## config.mk

```make
export PLATFORM = sky130hd
export DESIGN_NAME = catch_top
export DESIGN_NICKNAME = d
export VERILOG_FILES = /design/src/common/catch_pkg.sv /design/src/hdl/tick_divider.sv /design/src/sprite/sprite_mover.sv /design/src/hdl/pixel_arbiter.sv /design/src/hdl/catch_scorer.sv /design/src/hdl/catch_top.sv
export VERILOG_INCLUDE_DIRS = /design/src /design/src/common
export SDC_FILE = /design/constraint.sdc
export NUM_CORES = 1
export LEC_CHECK = 0
export BUFFER_PORTS_ARGS = -buffer_cell sky130_fd_sc_hd__buf_2
export CORE_AREA = 3 3 113 115
export CTS_BUF_LIST = sky130_fd_sc_hd__clkbuf_8
export DETAILED_ROUTE_END_ITERATION = 10
export DIE_AREA = 0 0 116 118
export PLACE_DENSITY = 0.84
export RECOVER_POWER = 25
export SYNTH_ARGS = -nofsm -noshare
export SYNTH_HDL_FRONTEND = slang
export SYNTH_SLANG_ARGS = --single-unit
```

## constraint.sdc

```tcl
create_clock -name clk -period 6.1 [get_ports clk]
set_input_delay 0.61 -clock clk [delete_from_list [all_inputs] [get_ports clk]]
set_output_delay 0.61 -clock clk [all_outputs]
set_load 0.03 [all_outputs]
```

## src/common/catch_params.svh

```systemverilog
// catch game constants for canvas geometry, tick rates, credits and colours
`ifndef CATCH_PARAMS_SVH
`define CATCH_PARAMS_SVH

// canvas geometry, 160 x 120 pixels
`define MAX_X              159
`define PLAYER_ROW         112
`define CATCH_ROW          111   // one row above the player

// start positions
`define PLAYER_START_X     47
`define FRUIT_SPACING      24    // fruit i falls in column spacing*(i+1)

`define NUM_FRUITS         4

// 3-bit rgb
`define PLAYER_COLOUR      3'b100

// tick periods in clock cycles
// kept short so a full round fits in a short simulation
`define PLAYER_TICK_CYCLES 16
`define FRUIT_TICK_CYCLES  4
`define SECOND_CYCLES      64

// round length in second ticks
`define ROUND_SECONDS      60

// writes the frame buffer can take before a credit comes back
`define PLOT_CREDITS       4

`endif

```

## src/common/catch_pkg.sv

```systemverilog
// catch game types for coordinates, colours, score, time, pixel writes and sprite states
package catch_pkg;

    // one pixel column or row up to 159
    typedef logic [7:0] coord_t;

    // rgb, one bit per channel, zero is black
    typedef logic [2:0] colour_t;

    // fruits caught this round
    typedef logic [7:0] score_t;

    // seconds left in the round
    typedef logic [7:0] time_t;

    // one frame-buffer write
    typedef struct packed
    {
        coord_t  x;
        coord_t  y;
        colour_t colour;
    } pixel_t;

    // sprite move sequence
    typedef enum logic [1:0]
    {
        IDLE,   // waiting for a tick
        ERASE,  // black pixel at old position
        STEP,   // position update
        DRAW    // colour at new position
    } sprite_state_t;

endpackage

```

## src/hdl/tick_divider.sv

```systemverilog
// tick divider: one-cycle tick pulse every PERIOD clock cycles
`timescale 1ns/1ps

module tick_divider
#(
    parameter int PERIOD = 4
)
(
    input  logic clk,
    input  logic reset_n,
    output logic tick
);
    localparam int CW = (PERIOD > 1) ? $clog2(PERIOD) : 1;

    logic [CW-1:0] count_q;
    logic          wrap;

    assign wrap = (count_q == CW'(PERIOD - 1));

    always_ff @(posedge clk)
    begin
        if (!reset_n)
        begin
            count_q <= '0;
            tick    <= 1'b0;
        end
        else
        begin
            count_q <= wrap ? '0 : count_q + CW'(1);
            tick    <= wrap;    // registered so the first tick lands PERIOD cycles out
        end
    end

endmodule

```

## src/sprite/sprite_mover.sv

```systemverilog
// sprite mover: erases, steps and redraws a one-pixel player or fruit through the plot arbiter
`include "catch_params.svh"
`timescale 1ns/1ps

module sprite_mover
#(
    parameter bit         IS_FRUIT  = 1'b0,
    parameter int         START_X   = 0,
    parameter logic [7:0] LFSR_SEED = 8'h01
)
(
    input  logic              clk,
    input  logic              reset_n,
    input  logic              tick,
    input  logic              step_left,
    input  logic              step_right,
    input  logic              wr_grant,
    output logic              wr_req,
    output catch_pkg::pixel_t wr_pixel,
    output catch_pkg::pixel_t pos,
    output logic              landed
);
    import catch_pkg::*;

    localparam coord_t START_Y = IS_FRUIT ? coord_t'(0) : coord_t'(`PLAYER_ROW);

    sprite_state_t state_q;
    coord_t        x_q;
    coord_t        y_q;
    logic [7:0]    lfsr_q;
    logic          lfsr_fb;
    logic          go_left_q;   // direction latched at the tick
    logic          can_left;
    logic          can_right;
    logic          move_pending;
    colour_t       colour;
    coord_t        next_y;

    // edge clamp, a held direction at the edge is not a move
    assign can_left  = step_left && (x_q != coord_t'(0));
    assign can_right = step_right && (x_q != coord_t'(`MAX_X));

    // fruits fall on every tick
    assign move_pending = IS_FRUIT ? 1'b1 : (can_left || can_right);

    // x^8 + x^6 + x^5 + x^4 + 1
    assign lfsr_fb = lfsr_q[7] ^ lfsr_q[5] ^ lfsr_q[4] ^ lfsr_q[3];

    assign colour = IS_FRUIT ? colour_t'(lfsr_q[2:0]) : colour_t'(`PLAYER_COLOUR);
    assign next_y = y_q + coord_t'(1);

    always_ff @(posedge clk)
    begin
        if (!reset_n)
        begin
            state_q   <= IDLE;
            x_q       <= coord_t'(START_X);
            y_q       <= START_Y;
            lfsr_q    <= LFSR_SEED;
            go_left_q <= 1'b0;
            landed    <= 1'b0;
        end
        else
        begin
            landed <= 1'b0;
            case (state_q)
                IDLE:
                begin
                    // ticks seen outside IDLE are dropped
                    if (tick && move_pending)
                    begin
                        state_q   <= ERASE;
                        go_left_q <= can_left;
                    end
                end
                ERASE:
                begin
                    if (wr_grant)
                        state_q <= STEP;
                end
                STEP:
                begin
                    state_q <= DRAW;
                    if (IS_FRUIT)
                    begin
                        if (y_q == coord_t'(`CATCH_ROW))
                        begin
                            y_q    <= '0;   // respawn at the top
                            lfsr_q <= {lfsr_q[6:0], lfsr_fb};   // new colour
                        end
                        else
                        begin
                            y_q    <= next_y;
                            landed <= (next_y == coord_t'(`CATCH_ROW));
                        end
                    end
                    else if (go_left_q)
                        x_q <= x_q - coord_t'(1);
                    else
                        x_q <= x_q + coord_t'(1);
                end
                DRAW:
                begin
                    if (wr_grant)
                        state_q <= IDLE;    // move done
                end
                default:
                    state_q <= IDLE;
            endcase
        end
    end

    assign wr_req = (state_q == ERASE) || (state_q == DRAW);

    // pixel is stable while the request waits, x and y only move in STEP
    always_comb
    begin
        wr_pixel.x      = x_q;
        wr_pixel.y      = y_q;
        wr_pixel.colour = (state_q == DRAW) ? colour : colour_t'(0);
    end

    assign pos = '{x: x_q, y: y_q, colour: colour};

endmodule

```

## src/hdl/pixel_arbiter.sv

```systemverilog
// pixel arbiter: fixed-priority grant of sprite writes onto a credit-controlled plot port
`include "catch_params.svh"
`timescale 1ns/1ps

module pixel_arbiter
#(
    parameter int NUM_REQ = 5
)
(
    input  logic               clk,
    input  logic               reset_n,
    input  logic [NUM_REQ-1:0] wr_req,
    input  catch_pkg::pixel_t  wr_pixel [NUM_REQ],
    output logic [NUM_REQ-1:0] wr_grant,
    input  logic               credit_return,
    output logic               plot_valid,
    output catch_pkg::pixel_t  plot_pixel
);
    import catch_pkg::*;

    localparam int CW = $clog2(`PLOT_CREDITS + 1);
    localparam int SW = (NUM_REQ > 1) ? $clog2(NUM_REQ) : 1;

    logic [CW-1:0] credit_q;
    logic [SW-1:0] sel;
    logic          any_grant;
    pixel_t        sel_pixel;

    // lowest index wins, nothing granted without a credit
    always_comb
    begin
        wr_grant  = '0;
        sel       = '0;
        any_grant = 1'b0;
        for (int i = 0; i < NUM_REQ; i++)
        begin
            if (wr_req[i] && !any_grant && (credit_q != '0))
            begin
                wr_grant[i] = 1'b1;
                sel         = SW'(i);
                any_grant   = 1'b1;
            end
        end
    end

    assign sel_pixel = wr_pixel[sel];

    // credit is spent at grant, so the write in the output register is already paid for
    always_ff @(posedge clk)
    begin
        if (!reset_n)
            credit_q <= CW'(`PLOT_CREDITS);
        else
            credit_q <= credit_q - CW'(any_grant) + CW'(credit_return);
    end

    always_ff @(posedge clk)
    begin
        if (!reset_n)
            plot_valid <= 1'b0;
        else
            plot_valid <= any_grant;    // one cycle after the grant
    end

    always_ff @(posedge clk)
    begin
        if (any_grant)
            plot_pixel <= sel_pixel;
    end

endmodule

```

## src/hdl/catch_scorer.sv

```systemverilog
// catch scorer: counts fruits landing over the player and runs the round countdown
`include "catch_params.svh"
`timescale 1ns/1ps

module catch_scorer
(
    input  logic                   clk,
    input  logic                   reset_n,
    input  logic                   second_tick,
    input  catch_pkg::coord_t      player_x,
    input  logic [`NUM_FRUITS-1:0] fruit_landed,
    input  catch_pkg::pixel_t      fruit_pos [`NUM_FRUITS],
    output catch_pkg::score_t      score,
    output catch_pkg::time_t       time_left
);
    import catch_pkg::*;

    logic [`NUM_FRUITS-1:0] over_player;
    logic                   catch_hit;
    logic                   round_end;

    // a fruit counts only in the cycle it lands on the catch row
    always_comb
    begin
        for (int i = 0; i < `NUM_FRUITS; i++)
            over_player[i] = fruit_landed[i] && (fruit_pos[i].x == player_x);
    end

    assign catch_hit = |over_player;    // one catch per cycle at most

    // timer would reach zero, reload instead
    assign round_end = second_tick && (time_left == time_t'(1));

    always_ff @(posedge clk)
    begin
        if (!reset_n)
            time_left <= time_t'(`ROUND_SECONDS);
        else if (round_end)
            time_left <= time_t'(`ROUND_SECONDS);
        else if (second_tick)
            time_left <= time_left - time_t'(1);
    end

    // score clears together with the timer reload
    always_ff @(posedge clk)
    begin
        if (!reset_n)
            score <= '0;
        else if (round_end)
            score <= '0;
        else if (catch_hit && (score != score_t'(8'hff)))
            score <= score + score_t'(1);   // holds at the top
    end

endmodule

```

## src/hdl/catch_top.sv

```systemverilog
// catch top: fruit-catching game core with player, falling fruits, plot arbiter and scorer
`include "catch_params.svh"
`timescale 1ns/1ps

module catch_top
(
    input  logic              clk,
    input  logic              reset_n,
    input  logic              move_left,
    input  logic              move_right,
    input  logic              credit_return,
    output logic              plot_valid,
    output catch_pkg::pixel_t plot_pixel,
    output catch_pkg::score_t score,
    output catch_pkg::time_t  time_left
);
    import catch_pkg::*;

    localparam int NUM_REQ = `NUM_FRUITS + 1;   // player plus fruits

    logic                   player_tick;
    logic                   fruit_tick;
    logic                   second_tick;
    logic [NUM_REQ-1:0]     wr_req;
    logic [NUM_REQ-1:0]     wr_grant;
    pixel_t                 wr_pixel [NUM_REQ];
    pixel_t                 player_pos;
    pixel_t                 fruit_pos [`NUM_FRUITS];
    logic [`NUM_FRUITS-1:0] fruit_landed;

    tick_divider #(.PERIOD(`PLAYER_TICK_CYCLES)) u_player_tick
    (
        .clk     (clk),
        .reset_n (reset_n),
        .tick    (player_tick)
    );

    tick_divider #(.PERIOD(`FRUIT_TICK_CYCLES)) u_fruit_tick
    (
        .clk     (clk),
        .reset_n (reset_n),
        .tick    (fruit_tick)
    );

    tick_divider #(.PERIOD(`SECOND_CYCLES)) u_second_tick
    (
        .clk     (clk),
        .reset_n (reset_n),
        .tick    (second_tick)
    );

    // request 0 is the player, highest priority
    sprite_mover
    #(
        .IS_FRUIT  (1'b0),
        .START_X   (`PLAYER_START_X),
        .LFSR_SEED (8'h01)
    )
    u_player
    (
        .clk        (clk),
        .reset_n    (reset_n),
        .tick       (player_tick),
        .step_left  (move_left),
        .step_right (move_right),
        .wr_grant   (wr_grant[0]),
        .wr_req     (wr_req[0]),
        .wr_pixel   (wr_pixel[0]),
        .pos        (player_pos),
        .landed     ()
    );

    for (genvar i = 0; i < `NUM_FRUITS; i++)
    begin : g_fruit
        sprite_mover
        #(
            .IS_FRUIT  (1'b1),
            .START_X   (`FRUIT_SPACING * (i + 1)),
            .LFSR_SEED (8'(8'h2b + i * 8'h35)) // distinct, never zero
        )
        u_fruit
        (
            .clk        (clk),
            .reset_n    (reset_n),
            .tick       (fruit_tick),
            .step_left  (1'b0),
            .step_right (1'b0),
            .wr_grant   (wr_grant[i+1]),
            .wr_req     (wr_req[i+1]),
            .wr_pixel   (wr_pixel[i+1]),
            .pos        (fruit_pos[i]),
            .landed     (fruit_landed[i])
        );
    end

    pixel_arbiter #(.NUM_REQ(NUM_REQ)) u_arbiter
    (
        .clk           (clk),
        .reset_n       (reset_n),
        .wr_req        (wr_req),
        .wr_pixel      (wr_pixel),
        .wr_grant      (wr_grant),
        .credit_return (credit_return),
        .plot_valid    (plot_valid),
        .plot_pixel    (plot_pixel)
    );

    catch_scorer u_scorer
    (
        .clk          (clk),
        .reset_n      (reset_n),
        .second_tick  (second_tick),
        .player_x     (player_pos.x),
        .fruit_landed (fruit_landed),
        .fruit_pos    (fruit_pos),
        .score        (score),
        .time_left    (time_left)
    );

endmodule

```

## Word level (Yosys, flattened, before mapping)

Cells that the tools add are included.

- Bits in read-only memories: 0
- Input port bits: 5
- Bits in writable memories: 0
- Memories kept: 0
- Output and inout bits: 36
- Bits in latches: 0
- Logic and storage cells: 209
- Bits in registers: 141

- Shift operators: 0
- Bitwise gates (word level): 18
- Divide/modulo/power cells: 0
- Eq/ne operators: 48
- Magnitude comparators: 1
- $add $sub $neg: 13
- Reductions and logical operators: 54
- $mul: 0
- Multiplexer cells: 43

Operator list:

| operator | count |
|---|---|
| $eq 8x7->1 const B | 8 |
| $bmux 19 s3 | 1 |
| $add 8x1->8 const B | 6 |
| $mux 8 | 5 |
| $pmux 2 s4 | 5 |
| $mux 19 | 2 |
| $mux 2 | 14 |
| $eq 2x2->1 const B | 11 |
| $ne 2x1->1 const B | 11 |
| $logic_and 1x1->1 | 18 |
| $mux 3 | 6 |
| $eq 7x8->1 const A | 2 |
| $ne 8x8->1 const B | 2 |
| $sub 8x1->8 const B | 2 |
| $reduce_and 3->1 | 5 |
| $reduce_or 3->1 | 4 |
| $xor 1x1->1 | 12 |
| $eq 2x1->1 const B | 5 |
| $logic_not 2->1 | 5 |
| $mux 1 | 10 |
| $reduce_and 2->1 | 5 |
| $eq 5x8->1 const A | 1 |
| $eq 6x8->1 const A | 1 |
| $eq 8x1->1 const B | 1 |
| 17 further kinds | 35 |

## Depth between registers and ports, before layout

- Depth after elaboration: 24
- Depth in mapped cells: 12
- Gate-level depth less buffers: 12

## Modules after synthesis

From an unflattened synthesis, not the netlist that was laid out.

- Cells, all modules: 1,096
- Area total of the unflattened synthesis: 9,495.4 um^2

Modules (own cells, without submodules):

| module | cells each | area an instance (um^2) | times used |
|---|---|---|---|
| sprite_mover (g_fruit[0].u_fruit ...) | 146 | 1,214.9 | 2 |
| pixel_arbiter | 195 | 1,779.2 | 1 |
| sprite_mover (g_fruit[1].u_fruit) | 142 | 1,242.4 | 1 |
| sprite_mover (g_fruit[3].u_fruit) | 142 | 1,237.4 | 1 |
| catch_scorer | 141 | 1,198.6 | 1 |
| sprite_mover (u_player) | 129 | 1,056.0 | 1 |
| tick_divider (u_second_tick) | 28 | 262.8 | 1 |
| tick_divider (u_player_tick) | 19 | 183.9 | 1 |
| tick_divider (u_fruit_tick) | 7 | 101.3 | 1 |
| catch_top | 1 | 3.8 | 1 |

## Least setup slack after synthesis

Ideal clock, no wire load.

- Path type: register to register
- Start: register g_fruit[1].u_fruit.state_q[0]
- End: register u_arbiter.credit_q[2]
- Buffers on the path: 0
- Slack: 2.807 ns
- Stages on the path, launching flop included: 12
- Data arrival time: 3.164 ns
- Setup time: 0.129 ns
- Cell sequence: dfxtp_1 > ha_1 > nor2_1 > and3_1 > a21oi_1 > ha_1 > inv_1 > ha_1 > inv_1 > fa_1 > xnor2_1 > nand2_1

- Cells in the longest elaborated chain, start to end: 15
- Elaborated cells between the ends (all ways): 16

RTL lines:

| element | RTL line | RTL |
|---|---|---|
| start: declaration | sprite_mover.sv:27 | `sprite_state_t state_q;` |
| start signal: assignment | sprite_mover.sv:56 | `state_q <= IDLE;` |
| start signal: assignment | sprite_mover.sv:72 | `state_q <= ERASE;` |
| start signal: assignment | sprite_mover.sv:79 | `state_q <= STEP;` |
| $eq 2x1->1 / $eq 2x2->1 (equally long branches) | sprite_mover.sv:113 | `assign wr_req = (state_q == ERASE) \|\| (state_q == DRAW);` |
| $logic_or 1x1->1 * | sprite_mover.sv:113 |  |
| $logic_and 1x1->1 * (2 in a row) | pixel_arbiter.sv:37 | `if (wr_req[i] && !any_grant && (credit_q != '0))` |
| $mux 1 * | pixel_arbiter.sv:37 |  |
| $logic_not 1->1 | pixel_arbiter.sv:37 |  |
| $logic_and 1x1->1 (2 in a row) | pixel_arbiter.sv:37 |  |
| $mux 1 * | pixel_arbiter.sv:37 |  |
| $logic_not 1->1 | pixel_arbiter.sv:37 |  |
| $logic_and 1x1->1 (2 in a row) | pixel_arbiter.sv:37 |  |
| $mux 1 * | pixel_arbiter.sv:37 |  |
| via u_arbiter.any_grant | pixel_arbiter.sv:26 | `logic any_grant;` |
| $sub 3x1->3 * | pixel_arbiter.sv:54 | `credit_q <= credit_q - CW'(any_grant) + CW'(credit_return);` |
| $add 3x1->3 * | pixel_arbiter.sv:54 |  |
| end signal: assignment | pixel_arbiter.sv:52 | `` credit_q <= CW'(`PLOT_CREDITS); `` |
| end signal: assignment | pixel_arbiter.sv:54 |  |
| end: declaration | pixel_arbiter.sv:24 | `logic [CW-1:0] credit_q;` |

The timed path passes the listed nets; every way through them passes the cells marked *.
A chain may end at the register's enable or synchronous reset.

## Worst setup path after layout

- Start: input reset_n
- End: register g_fruit[1].u_fruit.landed

- Cells in the longest elaborated chain, start to end: 2

RTL lines:

| element | RTL line | RTL |
|---|---|---|
| start: declaration | catch_top.sv:8 | `input logic reset_n,` |
| $not 1->1 (no source line) | - |  |
| $reduce_or 3->1 (no source line) | - |  |
| end signal: assignment | sprite_mover.sv:94 | `` landed <= (next_y == coord_t'(`CATCH_ROW)); `` |
| end: declaration | sprite_mover.sv:21 | `output logic landed` |

No other way between the ends.

==> results.json <==
{
  "grt_overflow_total": 0,
  "rsz0062_at_grt": "false",
  "io_pins": 41,
  "fin_crit_sh_pct": 66.9,
  "syn_inst": 785,
  "routedWlPerCell_um": 14.5,
  "layout.nets": 872,
  "worstPathCellList": "buf_2 -> clkbuf_1 -> inv_1 -> or3_1 -> nor3_1",
  "diodes": 0,
  "die_w_um": 116,
  "multi_input_area_um2": 3790,
  "cts_tree": "yes",
  "cp_max_fo": 47,
  "cts_resized": 0,
  "switching_power_w": 0.00101,
  "p_seq_share_pct": 42.5,
  "cp_slowest_stage_delay_ps": 1440,
  "cp.required_ps": 6470,
  "ctsHoldBuffers": 0,
  "max_cap_viol_count": 2,
  "synth.distinct_cells": 66,
  "skew_ps": 14.6,
  "clockBufferDepth": 2,
  "synth_top_area_share_pct": 34.8,
  "grt_pass1_vias": 5145,
  "ff_latch_area_um2": 3010,
  "cp-end-kind": "register",
  "grt_usage_pct": 21.6,
  "netlist_area_um2": 7020,
  "yosysSeqAreaShare_pct": 42.9,
  "grt_pass1_wl_um": 23900,
  "hold_path_class": "register to register",
  "outcome": "finished with violations",
  "syn_nets": 838,
  "violations": "capacitance limit, slew limit",
  "port_buffers": 40,
  "yosys-top-cells-area": "dfxtp_1 (35%), ha_1 (8.2%), edfxtp_1 (8.1%)",
  "arrival_ps": 4450,
  "setup_viol": 0,
  "drt-total-wl_um": 14200,
  "dr.pass1.iters": 5,
  "instances_no_fill": 979,
  "post-route-min-period_ps": 4080,
  "gp_congestion": 0.857,
  "p_int_w": 0.00178,
  "grt_max_degree": 48,
  "worst_slew_pin_slew_ps": 2030,
  "synthArstFlopShare_pct": 0,
  "synth.avg_cell_area_um2": 8.95,
  "drtIter0Drc": 493,
  "relSlewSlack_pct": -35.4,
  "numPlacedInstances": 947,
  "setup-tns-final_ps": 0,
  "comb_power_share_pct": 30.8,
  "max_freq_mhz": 245,
  "dieHeight_um": 118,
  "cp_top_family": "buffers and inverters",
  "clk-insertion-delay-late_ps": 460,
  "post-cts-setup-buffers": 0,
  "p_clk_share_pct": 26.7,
  "synth_top_area_cell": "dfxtp_1",
  "n_fill_cell": 977,
  "vias_per_cell": 5.65,
  "dieArea_um2": 13700,
  "critical_path_class": "primary input to register",
  "synthFlopType": "dfxtp_1",
  "ant_nets": 0,
  "yosysWarnings": 0,
  "maxSlewViolCount": 94,
  "drc_errors": 0,
  "synth_edf_count": 19,
  "ys_seq_elements": 141,
  "hold_viol": 0,
  "clkSlewWorstSetupHoldPaths_ps": 80,
  "initial_core_util_pct": 59.0,
  "cp_slowest_cell": "clkbuf_1",
  "cts_inserted_buffers": 17,
  "coreArea_um2": 11900,
  "syn_to_final_growth_pct": 9.44,
  "switching_share_pct": 36.2,
  "drive_gt1_share_pct": 9.01,
  "powerDensity_nw_per_um2": 363,
  "vdd_drop_max_uv": 244,
  "power.leakage_nw": 3.00,
  "rows": 40,
  "cp_num_buf_inv": 3,
  "vias": 5535,
  "clkSinkCount": 141,
  "h-tree-depth": 4,
  "antenna_found_initial": 0,
  "root_buffer": "clkbuf_8",
  "place_hpwl_um": 9830,
  "critPathLaunchType": "primary input"
}
[worst paths after layout]
check / slack, ps / depth (start not counted) / start / to
worst max-delay path: 2020 / 5 / reset_n / g_fruit[1].u_fruit.landed
worst min-delay path: 440 / 1 / u_fruit_tick.count_q[0] / u_fruit_tick.count_q[0]
worst max register to register: 3280 / 12 / g_fruit[3].u_fruit.state_q[1] / u_arbiter.credit_q[2]
worst min register to register: 440 / 1 / u_fruit_tick.count_q[0] / u_fruit_tick.count_q[0]
[routing by layer]
metal	routed length [µm]	vias up	GRT usage, %
met5	0	-	0
met4	346	0	8.56
met3	898	26	7.76
met2	6570	137	33.6
met1	6360	2581	27.3
li1	-	2791	-
[metrics by stage]
step / setup slack [ps] / hold WS, ps / util, % / power, W / instance area (µm²)
final: 2020 / 438 / 64.5 / 0.00279 / 7690
after global routing: 1700 / 464 / 64.5 / 0.00297 / 7690
after CTS: 3360 / 437 / 64.8 / 0.00282 / 7720
after detailed placement: 3370 / 425 / 61.4 / 0.00207 / 7320
after global placement: 3470 / 421 / 61.4 / 0.00206 / 7320
after floorplan: 2810 / 407 / - / 0.00185 / 7020
[cells in the mapped netlist (all sizes together), types with 15 or more instances]
master  count
clkbuf     22
xnor2      28
inv        29
and3       15
dfxtp     122
o21ai      44
nand2      87
nor2      107
edfxtp     19
ha         46
xor2       23
mux2i      30
nand3      37
a21oi      39
[power groups by stage]
stage / logic [W] / registers [W] / clock network, W
floorplan: 0.000516 / 0.00133 / 0
finish: 0.000861 / 0.00119 / 0.000746
global placement: 0.000858 / 0.00120 / 0
CTS: 0.000876 / 0.00118 / 0.000761
global route: 0.000970 / 0.00120 / 0.000800
detailed placement: 0.000871 / 0.00120 / 0
[kinds of logic after synthesis]
group                    share of synthesized area [%]
XOR/XNOR                                          6.36
buffers and inverters                             3.22
adder cells (fa/ha/maj)                           8.77
flip-flops                                        42.9
AND/OR/NAND/NOR                                   22.1
AO/OA/AOI/OAI                                     11.7
multiplexers                                      4.92
[flip-flops by register name, summed over array words and instances, names as in the netlist]
name,flops
g_fruit.u_fruit.landed,4
g_fruit.u_fruit.lfsr_q,32
g_fruit.u_fruit.state_q,8
g_fruit.u_fruit.y_q,32
u_arbiter.credit_q,3
u_arbiter.plot_pixel,19
u_arbiter.plot_valid,1
u_fruit_tick.count_q,2
u_fruit_tick.tick,1
u_player.go_left_q,1
u_player.state_q,2
u_player.x_q,8
u_player_tick.count_q,4
u_player_tick.tick,1
u_scorer.score,8
u_scorer.time_left,8
u_second_tick.count_q,6
u_second_tick.tick,1
[cell usage in the layout (no fill, tap or decap), types with 3 or more instances in the layout]
cell type / n
nor2b_1: 12
a2111oi_0: 3
clkbuf_8: 20
nand4_1: 9
xor2_1: 23
a31oi_1: 3
nand2b_1: 5
o221ai_1: 3
a22oi_1: 7
o21ai_1: 3
clkbuf_1: 22
clkinv_2: 3
and3_1: 13
dfxtp_1: 122
o211ai_1: 4
ha_1: 46
mux2_2: 4
nand3_1: 35
xnor2_1: 28
or3_1: 3
nand3b_1: 7
nor3_1: 11
inv_1: 33
o21ai_0: 41
a21oi_1: 35
nor2_1: 104
mux2i_1: 30
nor3b_1: 5
buf_2: 19
nor4_1: 4
clkinv_4: 3
a21oi_2: 4
nand2_1: 87
a211oi_1: 11
and2_1: 6
edfxtp_1: 19
[final cells by class]
class	count	share of cell area, %
Multi-Input combinational cell	586	49.3
Clock inverter	12	1.58
Clock buffer	20	3.58
Timing Repair Buffer	43	2.51
Tap cell	147	2.39
Sequential cell	141	39.2
Inverter	30	1.47
(Power assumes the default switching activity.)
